==> config.mk <==
export PLATFORM = sky130hd
export DESIGN_NAME = ks_blwe_top
export DESIGN_NICKNAME = d
export VERILOG_FILES = /design/src/ks_blwe_pkg.sv /design/src/ks_blram_core.sv /design/src/ks_blram_ram.sv /design/src/ks_blwe_top.sv /design/src/ks_rd_addr_cnt.sv /design/src/ks_rd_ctrl_fsm.sv
export VERILOG_INCLUDE_DIRS = /design/src
export SDC_FILE = /design/constraint.sdc
export NUM_CORES = 1
export LEC_CHECK = 0
export BUFFER_PORTS_ARGS = -buffer_cell sky130_fd_sc_hd__buf_4
export CORE_MARGIN = 4
export CORE_UTILIZATION = 45
export DETAILED_ROUTE_END_ITERATION = 6
export GPL_ROUTABILITY_DRIVEN = 1
export PLACE_DENSITY_LB_ADDON = 0.1
export SKIP_LAST_GASP = 1
export SYNTH_ARGS = -nofsm -noshare
export SYNTH_HDL_FRONTEND = slang
export SYNTH_SLANG_ARGS = --single-unit
==> constraint.sdc <==
create_clock -name clk -period 3.8 [get_ports clk]
set_clock_uncertainty 0.2 [all_clocks]
set_input_delay 0.57 -clock clk [delete_from_list [all_inputs] [get_ports clk]]
set_output_delay 0.57 -clock clk [all_outputs]
set_load 0.005 [all_outputs]
==> src/ks_blwe_defs.svh <==
// --------------------------------------------------------------------------
// Batch LWE buffer sizing
// Operand width, batch and LWE dimensions, RAM read latency
// --------------------------------------------------------------------------
`ifndef KS_BLWE_DEFS_SVH
`define KS_BLWE_DEFS_SVH

// Width of one LWE coefficient
`define KS_OP_W 32

// Max PBS held in one batch
`define KS_BATCH_PBS_NB 4

// Coefficients per LWE
`define KS_LWE_K 8

// One word per (coefficient, PBS) pair
`define KS_RAM_DEPTH (`KS_BATCH_PBS_NB * `KS_LWE_K)

// RAM read latency, 1 or 2 only
`define KS_RAM_LATENCY 1

`endif

==> src/ks_blwe_pkg.sv <==
// --------------------------------------------------------------------------
// Batch LWE buffer types
// Request and response structs, coefficient to RAM address mapping
// --------------------------------------------------------------------------
`include "ks_blwe_defs.svh"

package ks_blwe_pkg;

  localparam int RAM_ADD_W = $clog2(`KS_RAM_DEPTH);

  typedef logic [RAM_ADD_W-1:0] ram_add_t;
  typedef logic [1:0]           pbs_id_t;
  typedef logic [2:0]           coef_idx_t;
  // Legal range 1 to KS_BATCH_PBS_NB
  typedef logic [2:0]           pbs_nb_t;

  // Location of one coefficient in the batch
  typedef struct packed {
    pbs_id_t   pbs_id;
    coef_idx_t coef_idx;
  } coef_pos_t;

  typedef struct packed {
    coef_pos_t           pos;
    logic [`KS_OP_W-1:0] data;
  } wr_req_t;

  typedef struct packed {
    coef_pos_t pos;
    logic      last;
  } rd_req_t;

  typedef struct packed {
    coef_pos_t           pos;
    logic                last;
    logic [`KS_OP_W-1:0] data;
  } rd_resp_t;

  // Coefficient-major layout, PBS of one coefficient are adjacent
  function automatic ram_add_t ram_add_f(input coef_pos_t pos);
    return ram_add_t'(pos.coef_idx) * ram_add_t'(`KS_BATCH_PBS_NB)
           + ram_add_t'(pos.pbs_id);
  endfunction

endpackage

==> src/ks_blram_core.sv <==
// --------------------------------------------------------------------------
// Batch LWE RAM core
// Write input pipe, read side-band tracking and output merge around the RAM
// --------------------------------------------------------------------------
`timescale 1ns/1ps
`include "ks_blwe_defs.svh"

module ks_blram_core #(
  parameter int RAM_LATENCY = `KS_RAM_LATENCY
) (
  input  logic                  clk,
  input  logic                  s_rst_n,
  // Host write
  input  logic                  wr_en,
  input  ks_blwe_pkg::wr_req_t  wr_req,
  // Read request from the counter
  input  logic                  rd_en,
  input  ks_blwe_pkg::rd_req_t  rd_req,
  // Read response, no back-pressure
  output logic                  rd_resp_avail,
  output ks_blwe_pkg::rd_resp_t rd_resp
);

  // --------------------------------------------------------------------------
  // Write input pipe
  // --------------------------------------------------------------------------
  logic                  s0_wr_en;
  ks_blwe_pkg::ram_add_t s0_wr_add;
  logic [`KS_OP_W-1:0]   s0_wr_data;

  always_ff @(posedge clk) begin
    if (!s_rst_n) begin
      s0_wr_en <= 1'b0;
    end else begin
      s0_wr_en <= wr_en;
    end
  end

  // Address mapped before the register
  always_ff @(posedge clk) begin
    s0_wr_add  <= ks_blwe_pkg::ram_add_f(wr_req.pos);
    s0_wr_data <= wr_req.data;
  end

  // --------------------------------------------------------------------------
  // Read side band, one stage per RAM latency cycle
  // --------------------------------------------------------------------------
  logic [RAM_LATENCY-1:0]                     sb_vld;
  ks_blwe_pkg::rd_req_t [RAM_LATENCY-1:0]     sb_req;
  logic [`KS_OP_W-1:0]                        ram_rd_data;

  always_ff @(posedge clk) begin
    if (!s_rst_n) begin
      sb_vld <= '0;
    end else begin
      sb_vld[0] <= rd_en;
      for (int i = 1; i < RAM_LATENCY; i++) begin
        sb_vld[i] <= sb_vld[i-1];
      end
    end
  end

  always_ff @(posedge clk) begin
    sb_req[0] <= rd_req;
    for (int i = 1; i < RAM_LATENCY; i++) begin
      sb_req[i] <= sb_req[i-1];
    end
  end

  // Output register, side band joins RAM data here
  always_ff @(posedge clk) begin
    if (!s_rst_n) begin
      rd_resp_avail <= 1'b0;
    end else begin
      rd_resp_avail <= sb_vld[RAM_LATENCY-1];
    end
  end

  always_ff @(posedge clk) begin
    rd_resp.pos  <= sb_req[RAM_LATENCY-1].pos;
    rd_resp.last <= sb_req[RAM_LATENCY-1].last;
    rd_resp.data <= ram_rd_data;
  end

  // --------------------------------------------------------------------------
  // Storage
  // --------------------------------------------------------------------------
  ks_blram_ram #(
    .WIDTH       (`KS_OP_W),
    .DEPTH       (`KS_RAM_DEPTH),
    .RAM_LATENCY (RAM_LATENCY)
  ) u_ram (
    .clk     (clk),
    .rd_en   (rd_en),
    .rd_add  (ks_blwe_pkg::ram_add_f(rd_req.pos)),
    .rd_data (ram_rd_data),
    .wr_en   (s0_wr_en),
    .wr_add  (s0_wr_add),
    .wr_data (s0_wr_data)
  );

endmodule

==> src/ks_blram_ram.sv <==
// --------------------------------------------------------------------------
// Behavioral 1R1W RAM
// Registered read followed by a delay line of RAM_LATENCY stages in total
// --------------------------------------------------------------------------
`timescale 1ns/1ps

module ks_blram_ram #(
  parameter int WIDTH       = 32,
  parameter int DEPTH       = 32,
  parameter int RAM_LATENCY = 1
) (
  input  logic                     clk,
  // Read port
  input  logic                     rd_en,
  input  logic [$clog2(DEPTH)-1:0] rd_add,
  output logic [WIDTH-1:0]         rd_data,
  // Write port
  input  logic                     wr_en,
  input  logic [$clog2(DEPTH)-1:0] wr_add,
  input  logic [WIDTH-1:0]         wr_data
);

  logic [WIDTH-1:0] mem [DEPTH];
  // Stage 0 is the array read register
  logic [WIDTH-1:0] rd_pipe [RAM_LATENCY];

  // Write port, takes effect at the clock edge
  always_ff @(posedge clk) begin
    if (wr_en) begin
      mem[wr_add] <= wr_data;
    end
  end

  // Read same address as a write returns old content
  always_ff @(posedge clk) begin
    if (rd_en) begin
      rd_pipe[0] <= mem[rd_add];
    end
    for (int i = 1; i < RAM_LATENCY; i++) begin
      rd_pipe[i] <= rd_pipe[i-1];
    end
  end

  assign rd_data = rd_pipe[RAM_LATENCY-1];

endmodule

==> src/ks_blwe_top.sv <==
// --------------------------------------------------------------------------
// Batch LWE coefficient buffer
// Host loads one batch, a start streams it out coefficient-major
// --------------------------------------------------------------------------
`timescale 1ns/1ps
`include "ks_blwe_defs.svh"

module ks_blwe_top (
  input  logic                  clk,
  input  logic                  s_rst_n,
  // Host load
  input  logic                  wr_en,
  input  ks_blwe_pkg::wr_req_t  wr_req,
  // Batch start
  input  logic                  start,
  input  ks_blwe_pkg::pbs_nb_t  pbs_nb,
  // Coefficient stream
  output logic                  rd_resp_avail,
  output ks_blwe_pkg::rd_resp_t rd_resp,
  // Status
  output logic                  busy,
  output logic                  done
);

  logic                 cnt_clr;
  logic                 cnt_run;
  logic                 cnt_last;
  ks_blwe_pkg::pbs_nb_t cnt_pbs_nb;
  logic                 rd_en;
  ks_blwe_pkg::rd_req_t rd_req;

  ks_rd_ctrl_fsm u_fsm (
    .clk           (clk),
    .s_rst_n       (s_rst_n),
    .start         (start),
    .pbs_nb        (pbs_nb),
    .cnt_last      (cnt_last),
    .rd_resp_avail (rd_resp_avail),
    .rd_resp       (rd_resp),
    .cnt_clr       (cnt_clr),
    .cnt_run       (cnt_run),
    .cnt_pbs_nb    (cnt_pbs_nb),
    .busy          (busy),
    .done          (done)
  );

  ks_rd_addr_cnt u_cnt (
    .clk      (clk),
    .s_rst_n  (s_rst_n),
    .cnt_clr  (cnt_clr),
    .cnt_run  (cnt_run),
    .pbs_nb   (cnt_pbs_nb),
    .rd_en    (rd_en),
    .rd_req   (rd_req),
    .cnt_last (cnt_last)
  );

  ks_blram_core #(
    .RAM_LATENCY (`KS_RAM_LATENCY)
  ) u_core (
    .clk           (clk),
    .s_rst_n       (s_rst_n),
    .wr_en         (wr_en),
    .wr_req        (wr_req),
    .rd_en         (rd_en),
    .rd_req        (rd_req),
    .rd_resp_avail (rd_resp_avail),
    .rd_resp       (rd_resp)
  );

endmodule

==> src/ks_rd_addr_cnt.sv <==
// --------------------------------------------------------------------------
// Batch read address counter
// PBS index inner, coefficient index outer, one read per cycle while running
// --------------------------------------------------------------------------
`timescale 1ns/1ps
`include "ks_blwe_defs.svh"

module ks_rd_addr_cnt (
  input  logic                 clk,
  input  logic                 s_rst_n,
  input  logic                 cnt_clr,
  input  logic                 cnt_run,
  input  ks_blwe_pkg::pbs_nb_t pbs_nb,
  output logic                 rd_en,
  output ks_blwe_pkg::rd_req_t rd_req,
  output logic                 cnt_last
);

  ks_blwe_pkg::pbs_nb_t   nb_q;
  ks_blwe_pkg::pbs_id_t   nxt_pbs;
  ks_blwe_pkg::coef_idx_t nxt_coef;
  logic                   pbs_wrap;
  logic                   nxt_last;

  // Batch size held for the whole run
  always_ff @(posedge clk) begin
    if (cnt_clr) begin
      nb_q <= pbs_nb;
    end
  end

  // Next position from the current request
  assign pbs_wrap = ks_blwe_pkg::pbs_nb_t'(rd_req.pos.pbs_id) == nb_q - 3'd1;
  assign nxt_pbs  = pbs_wrap ? '0 : rd_req.pos.pbs_id + 2'd1;
  assign nxt_coef = !pbs_wrap ? rd_req.pos.coef_idx
                  : (rd_req.pos.coef_idx == 3'(`KS_LWE_K - 1)) ? '0
                  : rd_req.pos.coef_idx + 3'd1;
  assign nxt_last = (nxt_coef == 3'(`KS_LWE_K - 1))
                  && (ks_blwe_pkg::pbs_nb_t'(nxt_pbs) == nb_q - 3'd1);

  // Request register doubles as the counter state
  always_ff @(posedge clk) begin
    if (!s_rst_n) begin
      rd_en  <= 1'b0;
      rd_req <= '0;
    end else if (cnt_clr) begin
      // Position 0 never ends a batch of several coefficients
      rd_en       <= 1'b1;
      rd_req.pos  <= '0;
      rd_req.last <= 1'b0;
    end else if (cnt_run && !rd_req.last) begin
      rd_en           <= 1'b1;
      rd_req.pos      <= '{pbs_id: nxt_pbs, coef_idx: nxt_coef};
      rd_req.last     <= nxt_last;
    end else begin
      rd_en <= 1'b0;
    end
  end

  // High on the cycle the final read goes out
  assign cnt_last = rd_en && rd_req.last;

endmodule

==> src/ks_rd_ctrl_fsm.sv <==
// --------------------------------------------------------------------------
// Batch read control FSM
// Start, run, drain of the RAM pipe, then a done pulse
// --------------------------------------------------------------------------
`timescale 1ns/1ps
`include "ks_blwe_defs.svh"

module ks_rd_ctrl_fsm (
  input  logic                  clk,
  input  logic                  s_rst_n,
  input  logic                  start,
  input  ks_blwe_pkg::pbs_nb_t  pbs_nb,
  input  logic                  cnt_last,
  input  logic                  rd_resp_avail,
  input  ks_blwe_pkg::rd_resp_t rd_resp,
  output logic                  cnt_clr,
  output logic                  cnt_run,
  output ks_blwe_pkg::pbs_nb_t  cnt_pbs_nb,
  output logic                  busy,
  output logic                  done
);

  typedef enum logic [1:0] {
    IDLE  = 2'd0,
    RUN   = 2'd1,
    DRAIN = 2'd2
  } state_e;

  state_e state;
  state_e state_nxt;
  logic   last_resp;

  assign last_resp = rd_resp_avail && rd_resp.last;

  always_comb begin
    state_nxt = state;
    case (state)
      IDLE:    if (start)     state_nxt = RUN;
      // Reads all issued, wait for the pipe to empty
      RUN:     if (cnt_last)  state_nxt = DRAIN;
      DRAIN:   if (last_resp) state_nxt = IDLE;
      default: state_nxt = IDLE;
    endcase
  end

  always_ff @(posedge clk) begin
    if (!s_rst_n) begin
      state <= IDLE;
      done  <= 1'b0;
    end else begin
      state <= state_nxt;
      done  <= (state == DRAIN) && last_resp;
    end
  end

  // Start while busy is dropped here
  assign cnt_clr = (state == IDLE) && start;
  assign cnt_run = (state == RUN);
  assign busy    = (state != IDLE);

  // Out-of-range batch sizes clamped to 1 .. KS_BATCH_PBS_NB
  assign cnt_pbs_nb = (pbs_nb == '0) ? 3'd1
                    : (pbs_nb > 3'(`KS_BATCH_PBS_NB)) ? 3'(`KS_BATCH_PBS_NB)
                    : pbs_nb;

endmodule

======== Word level (Yosys, flattened, before mapping) ========
Memories as Yosys holds them, arrays and structs flattened. A register that Yosys moved wholly into a read port is not among the register bits.
Cells that the tools add are included.
word-level totals
  register bits after elaboration ......... 65
  RAM bits ................................ 1056
  input port bits ......................... 44
  output and inout port bits .............. 41
  memories ................................ 2
memory list
  name                  words  width  rd ports  clocked after memory_dff  write ports  line                RTL
  u_core.u_ram.mem      32     32     1         0                         1            ks_blram_ram.sv:23  logic [WIDTH-1:0] mem [DEPTH];
  u_core.u_ram.rd_pipe  1      32     1         1                         1            ks_blram_ram.sv:25  logic [WIDTH-1:0] rd_pipe [RAM_LATENCY];
operators by class
  add/subtract/negate cells ............... 5
  $lt $le $gt $ge ......................... 1
  eq/ne operators ......................... 9
  muxes and demuxes ....................... 14
  bitwise operators ....................... 1
  reduce and logical (&&, ||, !) cells .... 13
operator list
  operator                                          number
  adder 5 x 2 -> 5 bit                              2
  two-way mux 3 bit                                 3
  two-way mux 2 bit                                 4
  == test 2 x 3 -> 1 bit                            2
  == test 3 bit, second input constant              2
  logical AND 1 bit                                 6
  two-way mux 1 bit                                 6
  case mux 2 bit (3 select lines)                   1
  != test 2 bit, second input constant              2
  OR reduction 2 bit                                2
  adder 3 x 1 -> 3 bit, second input constant       1
  > comparator 3 bit, second input constant         1
  logical NOT 3 bit                                 1
  AND reduction 3 bit                               1
  subtractor 3 x 1 -> 3 bit, second input constant  1
  adder 2 x 1 -> 2 bit, second input constant       1
  == test 2 x 1 -> 1 bit, second input constant     1
  == test 2 bit, second input constant              1
  logical NOT 2 bit                                 1
  != test 2 x 1 -> 1 bit, second input constant     1
  nonzero test 2 bit                                1
  logical NOT 1 bit                                 1
  NOT 1 bit                                         1

======== Logic depth before layout (Yosys ltp) ========
Gate-level depths: netlist of run 1.
  depth in word-level cells ............... 5
  gate-level depth with buffers ........... 7
  gate-level depth less buffers ........... 6

======== Modules after synthesis ========
From an unflattened synthesis of run 1, not the netlist that was laid out.
unflattened totals
  cells, all modules ...................... 2423
  area total of the unflattened synthesis .. 43197.7 um^2
by module, submodules not included
  module          times used  cells an instance  area an instance (um^2)
  ks_blram_ram    1           2260               40805.4
  ks_blram_core   1           87                 1700.4
  ks_rd_addr_cnt  1           56                 544.3
  ks_rd_ctrl_fsm  1           20                 147.6

======== Least setup slack after synthesis of run 1 ========
Ideal clock, no wire load.
  path kind ............................... flip-flop to flip-flop
  from .................................... register u_core.s0_wr_en
  to ...................................... memory u_core.u_ram.mem[28][0], enable pin
  arrival ................................. 2337 ps
  setup slack ............................. 842 ps
  cell stages (with the launch flop) ...... 4
  buffers on the path ..................... 1
  period minus slack after synthesis ...... 2958 ps
  path through ............................ dfxtp_1 > or3b_2 > clkbuf_1 > nor2_1
on the way
  longest elaborated chain between the ends .. 2
RTL lines
  element                                  line                 RTL
  start, declared                          ks_blram_core.sv:27  logic s0_wr_en;
  start signal, assigned                   ks_blram_core.sv:35  s0_wr_en <= wr_en;
  two-way mux 1 bit                        ks_blram_ram.sv:29   if (wr_en) begin
  two-way mux 1 bit (not written as such)  ks_blram_ram.sv:30   mem[wr_add] <= wr_data;
  end, declared                            ks_blram_ram.sv:23
Every way passes these cells.

======== Worst setup path after layout of run 1 ========
  from .................................... register, netlist name u_cnt.rd_req[5]
  to ...................................... memory u_core.u_ram.rd_pipe[0][1], data pin
on the way
  longest elaborated chain between the ends .. 2
RTL lines
  element               line                RTL
  adder 5 x 2 -> 5 bit  ks_blwe_pkg.sv:41   return ram_add_t'(pos.coef_idx) * ram_add_t'(`KS_BATCH_PBS_NB)
  memory (32 x 32 bit)  --
  end, declared         ks_blram_ram.sv:25
Every way passes these cells.

==> reports/qor.txt, run 1 <==
outcome -> finished clean
Pre-Repair DR Iteration Count -> 5
ANT nets after route -> 0
floorplan die height -> 317.7 um
Final period util -> 0.7671
first-pass GRT wire length -> 157600 um
Peak VDD IR -> 0.3376 mV
routed vias/inst -> 5.622
CP Class -> reg2reg
commonest non-fill, non-tap cells in the layout -> edfxtp_1, mux2i_1, buf_4
CTS tree -> done
Slew Limit Fails -> 0
drt total wl -> 108800 um
via count -> 22650
syn_area_per_cell -> 17.78 um^2
fmax -> 343.0 MHz
post-synth cell types -> 36
Area Overhead vs Synth -> 17.01%
asr flop ratio synth -> 0
Clock Path Buffers -> 3
max cap viols -> 0
num rows -> 113
buffers added on ports -> 84
post-CTS resize count -> 0
Min Clock Period, post-route -> 2915 ps
GRT Total Usage -> 0.2118
Primary FF master, synth -> edfxtp_1
Synth Register Bits -> 1153
Final Instance Area -> 50500 um^2
wire per inst -> 27.02 um
Area after DPL -> 46080 um^2
Arr. time, crit path -> 3050 ps
leak pwr -> 16.17 nW
layout cells sized above 1 -> 0.1582
Core ar. -> 95010 um^2
GR Overflow Total -> 0
Setup-failing EPs final -> 0
syn_nets -> 2476
CTS clk-pin slew, worst paths -> 60 ps
Hold Violations, Final -> 0
worst-path fanout max -> 27
Die ar. -> 100900 um^2
Die W -> 317.7 um
Fin Hold WS -> 123.6 ps
Num CTS Buffers -> 118
slew margin rel. -> 0.1235
DR iter-0 viols -> 2253
RD Place Congestion -> 0.7859
H-tree depth -> 3
DP HPWL -> 64540 um
Critical Path RT -> 3930 ps
CTS root buf -> clkbuf_16
final setup TNS -> 0 ps
IO Pins -> 85
Cells after Synth -> 2427
largest net degree at the start of global routing -> 48
count of flip-flops with a built-in enable after synthesis -> 1059
Clock Latency Late Sink -> 700 ps
drt drc -> 0
leading cell type in the layout, fill and taps excluded -> edfxtp_1
post-synthesis sequential area ratio -> 0.7804
Cell Area, Synth -> 43160 um^2
Power Density -> 534.0 nW/um^2
CP Launch Type -> flip-flop
unrepaired setup endpoints after global routing -> no
Worst Tran Pin Value -> 1313 ps
nets -> 2707
CTS Sinks -> 1153
Syn. warnings -> 0
total power -> 26.97 mW
Worst setup EP type -> flip-flop
initial core utilization -> 0.4543
worst hold path type -> in2reg
number of buffers added for setup after CTS -> 0
initial antenna violation count -> 9
fin util -> 0.5315
vias in the first global route -> 22480
## cell usage after synthesis (4+ instances only)
cell type | instances | share of area
a21oi_1 | 100 | 0.012
and2_1 | 5 | 0.00072
nand4_1 | 32 | 0.0046
mux2i_1 | 516 | 0.12
buf_4 | 40 | 0.0070
nand3_1 | 134 | 0.016
nor2_1 | 44 | 0.0038
buf_6 | 12 | 0.0031
clkbuf_1 | 21 | 0.0018
inv_1 | 6 | 0.00052
a22oi_1 | 160 | 0.028
buf_2 | 53 | 0.0061
edfxtp_1 | 1059 | 0.74
ha_1 | 5 | 0.0014
nand2_1 | 106 | 0.0092
dfxtp_1 | 94 | 0.044
nand2b_1 | 4 | 0.00058
nand3b_1 | 6 | 0.0010
## metrics by stage
step	cells	setup slack (ps)
after floorplan	2427	842.0
after global placement	3761	989.1
after detailed placement	3761	972.4
after CTS	4027	947.1
after global routing	4027	777.5
final	4028	884.8
## path summary, 6_finish.rpt
check                                       from                         end  slack, ps  cells past startpoint
worst max-delay path             u_cnt.rd_req[5]  u_core.u_ram.rd_pipe[0][1]        880                      5
worst min-delay path                       wr_en             u_core.s0_wr_en        120                      2
worst max register to register   u_cnt.rd_req[5]  u_core.u_ram.rd_pipe[0][1]        880                      5
worst min register to register  u_core.sb_req[0]          u_core.rd_resp[32]        130                      0
## timing repair
| action | CTS | global route |
|---|---|---|
| hold buffers | 42 | 0 |
| hold endpoints to repair | 46 | 0 |
| setup endpoints to repair | 0 | 0 |
## sequential cells by signal (all words and copies together), names as in the netlist, 2 cells and up
register,count
u_cnt.rd_req,6
u_core.s0_wr_add,5
u_fsm.state,2
u_core.u_ram.mem,1024
u_core.rd_resp,38
u_cnt.nb_q,3
u_core.s0_wr_data,32
u_core.sb_req,6
u_core.u_ram.rd_pipe,32
## area by class of cell
type                            instances  area [um^2]
Antenna cell                            1        2.502
Sequential cell                      1153        33690
Inverter                                6        22.52
Clock inverter                         78        750.7
Fill cell                            7607        44510
Multi-Input combinational cell       1140         8947
Clock buffer                          146         3246
Tap cell                             1265         1583
Timing Repair Buffer                  239         2262
## kinds of logic after synthesis
kind of cell             count (synthesis)  synth area share
AND/OR/NAND/NOR                        350           0.03876
buffers and inverters                  134           0.01876
flip-flops                            1153            0.7804
XOR/XNOR                                 3         0.0006089
adder cells (fa/ha/maj)                  5          0.001450
multiplexers                           516            0.1197
AO/OA/AOI/OAI                          266           0.04033
## layer usage
| layer | global-route usage | up-vias | routed length (um) |
|---|---|---|---|
| li1 | - | 10040 | - |
| met1 | 0.3243 | 11710 | 51190 |
| met2 | 0.3122 | 775 | 47480 |
| met3 | 0.04503 | 121 | 8275 |
| met4 | 0.04841 | 4 | 1877 |
| met5 | 0 | - | 22 |
## power breakdown
group	leakage, nW	switching (mW)	internal [mW]
sequential	10.3	0.155	14.0
clock	1.94	4.84	6.88
combinational	3.90	0.648	0.440
total	16.2	5.64	21.3
## critical path, stage by stage (launching register included)
cell and delay [ps]:
dfxtp_1 650, and2_4 520, buf_4 460, a22oi_1 140, nand3_1 250, nand4_1 310
Power figures use the tool's default switching activity.
==> inputs of run 2 (changes only) <==
Clock period 3.8 ns to 2.6 ns, I/O delays scaled along.
==> reports/qor.txt, run 2 (synthesis results as in run 1) <==
CP bufs+invs -> 2 (was 1)
Worst path max stage delay -> 600 ps (was 650 ps)
initial antenna violation count -> 3 (was 9)
buffers added on ports -> 84 (unchanged)
largest net degree at the start of global routing -> 49 (was 48)
Fin Hold WS -> 126.6 ps (was 123.6 ps)
worst r2r src -> u_cnt.rd_req[1] (was u_cnt.rd_req[5])
IO Pins -> 85 (unchanged)
final setup TNS -> 0 ps (unchanged)
RD Place Congestion -> 0.7703 (was 0.7859)
worst-path fanout max -> 36 (was 27)
nets -> 2739 (was 2707)
Final period util -> 0.9015 (was 0.7671)
layout cells sized above 1 -> 0.1699 (was 0.1582)
Final Instance Count excl. Fillers -> 4061 (was 4028)
Min Clock Period, post-route -> 2344 ps (was 2915 ps)
vias in the first global route -> 22880 (was 22480)
DR iter-0 viols -> 2120 (was 2253)
initial core utilization -> 0.4543 (unchanged)
Hold Violations, Final -> 0 (unchanged)
Critical Path RT -> 2810 ps (was 3930 ps)
ANT nets after route -> 0 (unchanged)
Setup crit start -> u_cnt.rd_req[1] (was u_cnt.rd_req[5])
Arr. time, crit path -> 2550 ps (was 3050 ps)
DP HPWL -> 61350 um (was 64540 um)
max cap viols -> 0 (unchanged)
Core ar. -> 95010 um^2 (unchanged)
fmax -> 426.6 MHz (was 343.0 MHz)
Worst setup EP type -> flip-flop (unchanged)
Setup-failing EPs final -> 0 (unchanged)
Die W -> 317.7 um (unchanged)
worst hold path type -> reg2reg (was in2reg)
outcome -> finished clean (unchanged)
GRT Total Usage -> 0.2213 (was 0.2118)
Clock Latency Late Sink -> 690 ps (was 700 ps)
leak pwr -> 16.57 nW (was 16.17 nW)
CTS Sinks -> 1153 (unchanged)
Worst Tran Pin Value -> 1134 ps (was 1313 ps)
num rows -> 113 (unchanged)
H-tree depth -> 3 (unchanged)
hold path start -> u_core.sb_req[4] (was wr_en)
CTS root buf -> clkbuf_16 (unchanged)
Largest regs -> u_core.u_ram.mem x1024, u_core.rd_resp x38 (unchanged)
Slew Limit Fails -> 0 (unchanged)
Layout fillers -> 7505 (was 7607)
CP Launch Type -> flip-flop (unchanged)
drt total wl -> 113400 um (was 108800 um)
routed vias/inst -> 5.606 (was 5.622)
number of buffers added for setup after CTS -> 0 (unchanged)
CTS tree -> done (unchanged)
first-pass GRT wire length -> 163100 um (was 157600 um)
floorplan die height -> 317.7 um (unchanged)
slew margin rel. -> 0.2427 (was 0.1235)
Num CTS Buffers -> 118 (unchanged)
Inst Count DP -> 3790 (was 3761)
commonest non-fill, non-tap cells in the layout -> edfxtp_1, mux2i_1, buf_4 (unchanged)
Clock Path Buffers -> 3 (unchanged)
cells along the critical path -> nor2b_4 > buf_12 > buf_4 > a22oi_1 > nand3_1 > nand4_1 (was and2_4 > buf_4 > a22oi_1 > nand3_1 > nand4_1)
Largest Register -> u_core.u_ram.mem (unchanged)
total power -> 39.85 mW (was 26.97 mW)
family with the most delay on the worst path -> simple AND/OR/NAND/NOR gates (unchanged)
leading cell type in the layout, fill and taps excluded -> edfxtp_1 (unchanged)
via count -> 22770 (was 22650)
unrepaired setup endpoints after global routing -> no (unchanged)
Pre-Repair DR Iteration Count -> 5 (unchanged)
GR Overflow Total -> 0 (unchanged)
CP Class -> reg2reg (unchanged)
drt drc -> 0 (unchanged)
wire per inst -> 27.91 um (was 27.02 um)
Peak VDD IR -> 0.5823 mV (was 0.3376 mV)
Die ar. -> 100900 um^2 (unchanged)
Max stage delay cell, worst path -> dfxtp_1 (unchanged)
Power Density -> 776.4 nW/um^2 (was 534.0 nW/um^2)
Area Overhead vs Synth -> 18.93% (was 17.01%)
CTS clk-pin slew, worst paths -> 60 ps (about the same)
Antenna diodes -> 0 (was 1)
max FFs per register -> 1024 (unchanged)
==> run 2: area by class of cell <==
type	count	area, um^2	area share
Clock inverter	71	799.5	0.01558
Inverter	6	22.52	0.0004388
Clock buffer	155	3341	0.06509
Sequential cell	1153	33690	0.6563
Tap cell	1265	1583	0.03084
Multi-Input combinational cell	1140	8947	0.1743
Timing Repair Buffer	271	2948	0.05743
==> run 2: path summary, 6_finish.rpt <==
| check | end | slack (ps) | cells after the start |
|---|---|---|---|
| worst max-delay path | u_core.u_ram.rd_pipe[0][19] | 260 | 6 |
| worst min-delay path | u_core.rd_resp[36] | 130 | 0 |
| worst max register to register | u_core.u_ram.rd_pipe[0][19] | 260 | 6 |
| worst min register to register | u_core.rd_resp[36] | 130 | 0 |
==> run 2: report_power, final <==
group | total, mW | leakage [nW] | internal [mW] | switching [mW]
clock network | 17.6 | 2.05 | 10.5 | 7.09
logic | 1.52 | 4.20 | 0.663 | 0.856
registers | 20.7 | 10.3 | 20.5 | 0.235
==> run 2: timing repair <==
action                    CTS  global route
gates resized for setup     0             0
hold buffers               45             0
hold endpoints to repair   52             0
==> run 2: per-layer routing <==
| layer | vias up | wire length, um | global-route usage | share of wire |
|---|---|---|---|---|
| li1 | 10120 | - | - | - |
| met3 | 180 | 6135 | 0.03205 | 0.054 |
| met1 | 11750 | 50320 | 0.3145 | 0.44 |
| met2 | 715 | 53750 | 0.3567 | 0.47 |
| met5 | - | 0 | 0 | 0 |
| met4 | 0 | 3153 | 0.06827 | 0.028 |
==> run 2: metrics by stage <==
stage               setup slack, ps    util  area (um^2)
detailed placement            281.2  0.4919        46740
CTS                           272.3  0.5402        51330
global route                  196.0  0.5402        51330
global placement              360.5  0.4919        46740
finish                        256.1  0.5402        51330
floorplan                    -358.0       -        43190
